File: src/common/kernel_pkg.sv
package kernel_pkg;

	// window edge length
	localparam int K_SIZE = 3;

	typedef logic signed [3:0] coef_t;

	// sharpen kernel, row-major with the top row first
	// centre boosts the pixel, edge neighbours subtract, corners unused
	localparam coef_t KERNEL [K_SIZE*K_SIZE] = '{
		 0, -1,  0,
		-1,  5, -1,
		 0, -1,  0
	};

	// signed sum, range is -4*255 .. 5*255
	typedef logic signed [11:0] acc_t;

	// window register, products, sum
	localparam int CONV_STAGES = 3;

	// convolution plus the clamp register
	// delay in accepted slots from the line buffer taps to the output
	localparam int PIPE_SLOTS = CONV_STAGES + 1;

endpackage

File: src/common/pixel_pkg.sv
package pixel_pkg;

	// width of one color sample
	localparam int CHAN_W = 8;

	// red, green and blue
	localparam int N_CHAN = 3;

	typedef logic [CHAN_W-1:0] chan_t;

	// red sits in the top byte, blue in the bottom byte
	typedef struct packed {
		chan_t red;
		chan_t green;
		chan_t blue;
	} pixel_t;

	// active image size, kept small for short runs
	localparam int IMG_W = 8;
	localparam int IMG_H = 6;

	// zero border around the image, (kernel size - 1) / 2 for a 3x3 kernel
	localparam int PAD = 1;
	localparam int PAD_W = IMG_W + 2 * PAD;
	localparam int PAD_H = IMG_H + 2 * PAD;

	// wide enough for padded rows and columns
	localparam int POS_W = 4;

	// clamp ceiling for a result sample
	localparam int CHAN_MAX = 255;

endpackage

File: src/conv/channel_conv.sv
module channel_conv import pixel_pkg::*, kernel_pkg::*; (
	input  logic  clk,
	input  logic  reset,
	input  logic  i_adv,
	input  chan_t i_row0,
	input  chan_t i_row1,
	input  chan_t i_row2,
	output acc_t  o_sum
);

	localparam int TAPS = K_SIZE * K_SIZE;

	// win[r][c], r = 0 is the top row, c = K_SIZE-1 is the newest column
	chan_t win [K_SIZE][K_SIZE];
	chan_t row_in [K_SIZE];
	acc_t prod [TAPS];
	acc_t sum_next;

	// top row comes from the oldest tap
	assign row_in[0] = i_row0;
	assign row_in[1] = i_row1;
	assign row_in[2] = i_row2;

	// stage 1, shift new column in from the right
	always_ff @(posedge clk) begin
		if (reset) begin
			for (int r = 0; r < K_SIZE; r++) begin
				for (int c = 0; c < K_SIZE; c++) begin
					win[r][c] <= '0;
				end
			end
		end else if (i_adv) begin
			for (int r = 0; r < K_SIZE; r++) begin
				win[r][K_SIZE-1] <= row_in[r];
				for (int c = 0; c < K_SIZE - 1; c++) begin
					win[r][c] <= win[r][c+1];
				end
			end
		end
	end

	// stage 2, samples are unsigned so a zero bit goes on top before the multiply
	always_ff @(posedge clk) begin
		if (reset) begin
			for (int i = 0; i < TAPS; i++) begin
				prod[i] <= '0;
			end
		end else if (i_adv) begin
			for (int i = 0; i < TAPS; i++) begin
				prod[i] <= $signed({1'b0, win[i / K_SIZE][i % K_SIZE]}) * KERNEL[i];
			end
		end
	end

	// adder tree, partial sums stay inside acc_t
	always_comb begin
		sum_next = '0;
		for (int i = 0; i < TAPS; i++) begin
			sum_next = sum_next + prod[i];
		end
	end

	// stage 3
	always_ff @(posedge clk) begin
		if (reset) begin
			o_sum <= '0;
		end else if (i_adv) begin
			o_sum <= sum_next;
		end
	end

endmodule

File: src/conv/conv_post.sv
module conv_post import pixel_pkg::*, kernel_pkg::*; (
	input  logic   clk,
	input  logic   reset,
	input  logic   i_adv,
	input  pixel_t i_tap0,
	input  pixel_t i_tap1,
	input  pixel_t i_tap2,
	input  logic   i_win_valid,
	input  logic   i_frame_end,
	output pixel_t o_pixel,
	output logic   o_valid,
	output logic   o_done
);

	// index 0 is blue, N_CHAN-1 is red
	acc_t sum [N_CHAN];

	// clamped result
	pixel_t res;

	// flag delay lines, bit 0 is the newest
	logic [PIPE_SLOTS-1:0] valid_pipe;
	logic [PIPE_SLOTS-1:0] done_pipe;

	// saturate a signed sum into one sample
	function automatic chan_t clamp(input acc_t v);
		if (v > CHAN_MAX) begin
			return chan_t'(CHAN_MAX);
		end else if (v < 0) begin
			return '0;
		end else begin
			return v[CHAN_W-1:0];
		end
	endfunction

	// one convolver per color channel, top row from the oldest tap
	for (genvar ch = 0; ch < N_CHAN; ch++) begin : g_chan
		channel_conv u_conv (
			.clk(clk),
			.reset(reset),
			.i_adv(i_adv),
			.i_row0(i_tap2[CHAN_W*ch +: CHAN_W]),
			.i_row1(i_tap1[CHAN_W*ch +: CHAN_W]),
			.i_row2(i_tap0[CHAN_W*ch +: CHAN_W]),
			.o_sum(sum[ch])
		);
	end

	// clamp stage plus flags, all held while no pixel is accepted
	always_ff @(posedge clk) begin
		if (reset) begin
			res <= '0;
			valid_pipe <= '0;
			done_pipe <= '0;
		end else if (i_adv) begin
			for (int ch = 0; ch < N_CHAN; ch++) begin
				res[CHAN_W*ch +: CHAN_W] <= clamp(sum[ch]);
			end
			valid_pipe <= {valid_pipe[PIPE_SLOTS-2:0], i_win_valid};
			done_pipe <= {done_pipe[PIPE_SLOTS-2:0], i_frame_end};
		end
	end

	assign o_pixel = res;

	// flags only show in a slot that holds an accepted pixel
	assign o_valid = i_adv & valid_pipe[PIPE_SLOTS-1];
	assign o_done = i_adv & done_pipe[PIPE_SLOTS-1];

	// a reset cycle leaves the output quiet on the next edge
	a_quiet_in_reset: assert property (
		@(posedge clk)
		reset |=> !(o_valid || o_done)
	);

endmodule

File: src/hdl/frame_tracker.sv
module frame_tracker import pixel_pkg::*; (
	input  logic   clk,
	input  logic   reset,
	input  logic   i_valid,
	input  pixel_t i_pixel,
	output logic   o_adv,
	output pixel_t o_pixel,
	output logic   o_win_valid,
	output logic   o_frame_end
);

	// registered strobe and pixel
	logic adv;
	pixel_t in_pixel;

	// position of the pixel held in the input register
	logic [POS_W-1:0] col;
	logic [POS_W-1:0] row;

	// full padded rows seen so far in this frame, saturates at 2*PAD
	logic [POS_W-1:0] ready_rows;

	// input register
	// adv is the registered strobe and steps every stage downstream
	always_ff @(posedge clk) begin
		if (reset) begin
			adv <= 1'b0;
			in_pixel <= '0;
		end else begin
			adv <= i_valid;
			in_pixel <= i_pixel;
		end
	end

	// counters move only when the held pixel is an accepted one
	always_ff @(posedge clk) begin
		if (reset) begin
			col <= '0;
			row <= '0;
			ready_rows <= '0;
		end else if (adv) begin
			if (col == PAD_W - 1) begin
				col <= '0;
				if (row == PAD_H - 1) begin
					// frame complete, start over for a back to back frame
					row <= '0;
					ready_rows <= '0;
				end else begin
					row <= row + 1'b1;
					if (ready_rows < 2 * PAD) begin
						ready_rows <= ready_rows + 1'b1;
					end
				end
			end else begin
				col <= col + 1'b1;
			end
		end
	end

	assign o_adv = adv;
	assign o_pixel = in_pixel;

	// the window ending at this pixel lies fully inside the padded frame
	// once two rows above are buffered and two columns to the left exist
	assign o_win_valid = (ready_rows == 2 * PAD) && (col >= 2 * PAD);

	// last padded pixel of the frame
	assign o_frame_end = (row == PAD_H - 1) && (col == PAD_W - 1);

	// column wraps before it can leave the padded width
	a_col_range: assert property (
		@(posedge clk) disable iff (reset)
		col < PAD_W
	);

endmodule

File: src/hdl/sharpen_filter.sv
module sharpen_filter import pixel_pkg::*; (
	input  logic   clk,
	input  logic   reset,
	input  logic   i_valid,
	input  pixel_t i_pixel,
	output pixel_t o_pixel,
	output logic   o_valid,
	output logic   o_done
);

	// advance enable for everything past the input register
	logic adv;
	pixel_t in_pixel;

	// window and end-of-frame flags, aligned with tap0
	logic win_valid;
	logic frame_end;

	// bottom, middle and top rows of the window
	pixel_t tap0;
	pixel_t tap1;
	pixel_t tap2;

	frame_tracker u_tracker (
		.clk(clk),
		.reset(reset),
		.i_valid(i_valid),
		.i_pixel(i_pixel),
		.o_adv(adv),
		.o_pixel(in_pixel),
		.o_win_valid(win_valid),
		.o_frame_end(frame_end)
	);

	line_buffer u_lines (
		.clk(clk),
		.reset(reset),
		.i_adv(adv),
		.i_pixel(in_pixel),
		.o_tap0(tap0),
		.o_tap1(tap1),
		.o_tap2(tap2)
	);

	conv_post u_post (
		.clk(clk),
		.reset(reset),
		.i_adv(adv),
		.i_tap0(tap0),
		.i_tap1(tap1),
		.i_tap2(tap2),
		.i_win_valid(win_valid),
		.i_frame_end(frame_end),
		.o_pixel(o_pixel),
		.o_valid(o_valid),
		.o_done(o_done)
	);

endmodule

File: src/line_buffer/line_buffer.sv
module line_buffer import pixel_pkg::*; (
	input  logic   clk,
	input  logic   reset,
	input  logic   i_adv,
	input  pixel_t i_pixel,
	output pixel_t o_tap0,
	output pixel_t o_tap1,
	output pixel_t o_tap2
);

	// two padded rows of history
	localparam int DEPTH = 2 * PAD * PAD_W;

	pixel_t sr [DEPTH];

	// accepted pixels shifted in, stops at DEPTH
	logic [$clog2(DEPTH+1)-1:0] fill;

	// sr[0] holds the previous accepted pixel
	always_ff @(posedge clk) begin
		if (i_adv) begin
			sr[0] <= i_pixel;
			for (int i = 1; i < DEPTH; i++) begin
				sr[i] <= sr[i-1];
			end
		end
	end

	always_ff @(posedge clk) begin
		if (reset) begin
			fill <= '0;
		end else if (i_adv && (fill != DEPTH)) begin
			fill <= fill + 1'b1;
		end
	end

	// bottom row is the pixel in the input register itself
	assign o_tap0 = i_pixel;
	// one padded row up
	assign o_tap1 = sr[PAD_W-1];
	// two padded rows up
	assign o_tap2 = sr[DEPTH-1];

	// every tap carries a real pixel once the buffer has been filled
	a_taps_known: assert property (
		@(posedge clk) disable iff (reset)
		((fill == DEPTH) && i_adv) |-> !$isunknown({o_tap0, o_tap1, o_tap2})
	);

endmodule

File: config.mk
export PLATFORM = sky130hd
export DESIGN_NAME = sharpen_filter
export DESIGN_NICKNAME = d
export VERILOG_FILES = /design/src/common/kernel_pkg.sv /design/src/common/pixel_pkg.sv /design/src/conv/channel_conv.sv /design/src/conv/conv_post.sv /design/src/hdl/frame_tracker.sv /design/src/hdl/sharpen_filter.sv /design/src/line_buffer/line_buffer.sv
export SDC_FILE = /design/constraint.sdc
export NUM_CORES = 1
export LEC_CHECK = 0
export BUFFER_PORTS_ARGS = -buffer_cell sky130_fd_sc_hd__buf_2
export CORE_MARGIN = 5
export CORE_UTILIZATION = 39
export DETAILED_ROUTE_END_ITERATION = 8
export PLACE_DENSITY_LB_ADDON = 0.08
export SLEW_MARGIN = 30
export SYNTH_ARGS = -nofsm -noshare
export SYNTH_HDL_FRONTEND = slang
export SYNTH_SLANG_ARGS = --single-unit
File: constraint.sdc
create_clock -name clk -period 23.6 [get_ports clk]
set_input_delay 4.72 -clock clk [delete_from_list [all_inputs] [get_ports clk]]
set_output_delay 4.72 -clock clk [all_outputs]
set_load 0.05 [all_outputs]
==> results.json <==
{
  "status": "complete, no violations",
  "start_util_pct": 39.4,
  "dp_cells": 3675,
  "drcViolationCount": 0,
  "cts-buffers-inserted": 100,
  "vias": 17700,
  "path_depth": 8,
  "r2r-end": "u_post.g_chan[0].u_conv.prod[0][57]",
  "p_sw_uw": 1030,
  "vias_per_cell": 4.59,
  "place_congestion": 0.766,
  "worstMarginPinSlew_ns": 0.940,
  "synth_top_family_by_area": "simple AND/OR/NAND/NOR gates",
  "worstPathCellList": "buf_4 -> buf_4 -> nand2b_4 -> buf_4 -> buf_4 -> nor3_1 -> mux2i_1 -> o311ai_0",
  "fillers": 8414,
  "clkTransAtPathRegs_ns": 0.06,
  "min_period_over_period_pct": 32.5,
  "synth_nets": 2637,
  "p_total_uw": 4010,
  "grt_setup_unrepaired": "false",
  "setup_viol_count_final": 0,
  "syn_inst": 2424,
  "tritoncts": "yes",
  "port_buffers": 52,
  "fin_skew_ns": 0.0286,
  "grt-ovfl-total": 0,
  "crit_top_cell": "buf_4",
  "fmax_mhz": 130,
  "finalHoldViolations": 0,
  "synth-edff-count": 816,
  "timing.critical_path.buf_inv": 4,
  "wl_per_cell_um": 16.4,
  "path_max_fanout": 72,
  "max_cap_violations": 0,
  "grt_max_degree": 204,
  "power-per-cell-area_nw_per_um2": 95.8,
  "final.min_clock_period_ns": 7.67,
  "die_area_um2": 101000,
  "worstHoldPathCells": 0,
  "post_layout_nonfiller_instances": 3857,
  "hold_buffers": 0,
  "clk_latency_ns": 0.67,
  "crit_required_ns": 23.96,
  "grt_pass1_vias": 18100,
  "p_seq_share_pct": 48.1,
  "synth_cell_type_count": 50,
  "synth-compound-area-share_pct": 3.15,
  "row_count": 112,
  "cts_sinks": 921,
  "ys_warn_count": 0,
  "grt_usage_pct": 12.7,
  "p_int_uw": 2990,
  "cts_max_path_buffers": 3,
  "syn_area_um2": 36800,
  "min_to": "u_lines.sr[4][83]",
  "postCtsSetupRepairBufs": 0,
  "area_growth_pct": 13.7,
  "dr.pass1.iters": 5,
  "start_kind": "input pin",
  "synth_fa_ha_area_share_pct": 8.33,
  "cpLargestDelayFamily": "buffers and inverters",
  "r2r_start": "u_tracker.o_adv",
  "pwr-share-comb_pct": 14.2,
  "cts_resized": 0,
  "cpMaxStageDelayCell": "buf_4",
  "r2r_cells": 8,
  "avgSynthCellArea_um2": 15.2,
  "swShare_pct": 25.6,
  "clkPwrFrac_pct": 37.7,
  "cp-end-kind": "flop",
  "antenna_found_initial": 6,
  "maxSlewViolCount": 0,
  "wl_um": 63300,
  "core_um2": 93600,
  "max_slew_margin_pct": 36.9,
  "synthSimpleGateAreaFrac_pct": 8.97,
  "critical_path_class": "in -> reg",
  "htree_levels": 3,
  "ys_ff_latch": 921,
  "synthMuxAreaShare_pct": 1.47,
  "die_w_um": 317,
  "dp_hpwl_um": 40300,
  "critPathMaxStageDelay_ns": 0.69,
  "drt_iter0_drc": 1276,
  "ir_drop_mv": 0.0486,
  "chipHeight_um": 317,
  "cts_root_buffer": "clkbuf_16",
  "synth_ff_type": "edfxtp_1",
  "final_util_pct": 44.7,
  "ff2ff_setup_slack_ns": 19.73,
  "layout-drive-gt1-share_pct": 8.57,
  "ys_seq_area_share_pct": 72.2,
  "pin_count": 53,
  "hp-start": "u_lines.sr[4][59]",
  "ant_nets": 0,
  "grt_pass1_wl_um": 101000,
  "async_flop_share_pct": 0,
  "nets": 2739,
  "worstHoldPathType": "reg -> reg",
  "timing.hold.ws_ns": 0.410,
  "arrival_ns": 8.03,
  "leakage_uw": 0.0159,
  "fin_tns_setup_ns": 0,
  "synth_xor_area_share_pct": 2.40
}
## cell usage after synthesis, types with 13 or more instances
cell type	number	area, µm²
edfxtp_1	816	24500
inv_1	263	987
nor2_1	242	908
and2_1	188	1180
dfxtp_1	105	2100
fa_1	99	1980
ha_1	87	1090
nand2_1	59	221
xnor2_1	54	473
mux2i_1	53	531
a21oi_1	47	235
clkbuf_1	47	176
xor2_1	47	412
nor3_1	35	175
nor2b_1	31	194
a31oi_1	24	150
nand2b_1	24	150
o21ai_0	23	115
nor4_1	22	138
a21o_1	20	150
buf_2	17	85.1
nand3_1	14	70.1
o21a_1	14	105
a211oi_1	13	97.6
## cell type report
class	count	area (µm²)	share of cell area [%]
antenna	2	5.00	0.0120
clock buffer	144	2800	6.69
clock inverter	33	423	1.01
inverter	263	995	2.38
multi-input combinational	1170	8980	21.5
sequential	921	26600	63.6
tap	1254	1570	3.75
timing repair buffer	70	483	1.15
## metal layers
metal  vias up  track usage (%)  wire length [µm]
met3       108             2.72              2490
met2       254             18.1             26400
li1       8647                -                 -
met4         0             3.53              1530
met1      8680             19.7             32800
met5         -                0                 0
## through the flow
step / setup slack [ns] / cell area, µm²
floorplan: 3.90 / 36800
global placement: 15.24 / 38600
detailed placement: 15.11 / 38600
CTS: 15.85 / 41800
global route: 15.61 / 41900
finish: 15.93 / 41900
## cell families after synthesis
kind of cell             count (synthesis)
buffers and inverters                  333
flip-flops                             921
AO/OA/AOI/OAI                          177
XOR/XNOR                               101
AND/OR/NAND/NOR                        652
multiplexers                            54
adder cells (fa/ha/maj)                186
## worst max-delay path by stage
stage	start	end	slack (ns)
floorplan	u_tracker.o_adv	u_post.g_chan[0].u_conv.prod[0][12]	3.90
global placement	reset	u_post.g_chan[2].u_conv.prod[0][91]	15.24
detailed placement	reset	u_post.g_chan[2].u_conv.prod[0][57]	15.11
CTS	reset	u_post.g_chan[2].u_conv.prod[0][57]	15.85
global route	reset	u_post.g_chan[2].u_conv.prod[0][57]	15.61
finish	reset	u_post.g_chan[2].u_conv.prod[0][57]	15.93
## state kept, by name (all words and copies together), names as in the netlist, 24 cells and up
register,cells
u_lines.sr,480
u_post.g_chan.u_conv.o_sum,36
u_post.g_chan.u_conv.win,159
u_post.o_pixel,24
u_post.g_chan.u_conv.prod,177
u_tracker.o_pixel,24
## power groups by stage
stage	clock network [µW]	registers [µW]	logic (µW)
after floorplan	0	2000	400
after global placement	0	1960	569
after detailed placement	0	1960	575
after CTS	1570	1930	578
after global routing	1640	1940	652
final	1510	1930	569
## cells in the final DEF, fill, tap and decap left out, types with 5 or more instances in the layout
master / count
clkinv_1: 7
clkbuf_16: 101
bufinv_16: 6
xor2_1: 47
and3_1: 7
mux2i_1: 53
nor3b_1: 5
nor2_1: 242
nand3b_1: 5
clkbuf_1: 31
a21o_1: 20
o21ai_0: 23
o21a_1: 14
xnor2_1: 54
nand2_1: 59
nand3_1: 14
nor2b_1: 30
clkbuf_8: 11
o21bai_1: 8
inv_1: 262
a211oi_1: 13
nand2b_1: 23
edfxtp_1: 816
nor3_1: 35
buf_2: 51
a21oi_1: 47
buf_4: 12
a31oi_1: 24
dfxtp_1: 104
fa_1: 99
o311ai_0: 5
nor4_1: 21
clkinv_2: 11
nand4_1: 5
and2_1: 188
ha_1: 87
Power figures use the tool's default switching activity.
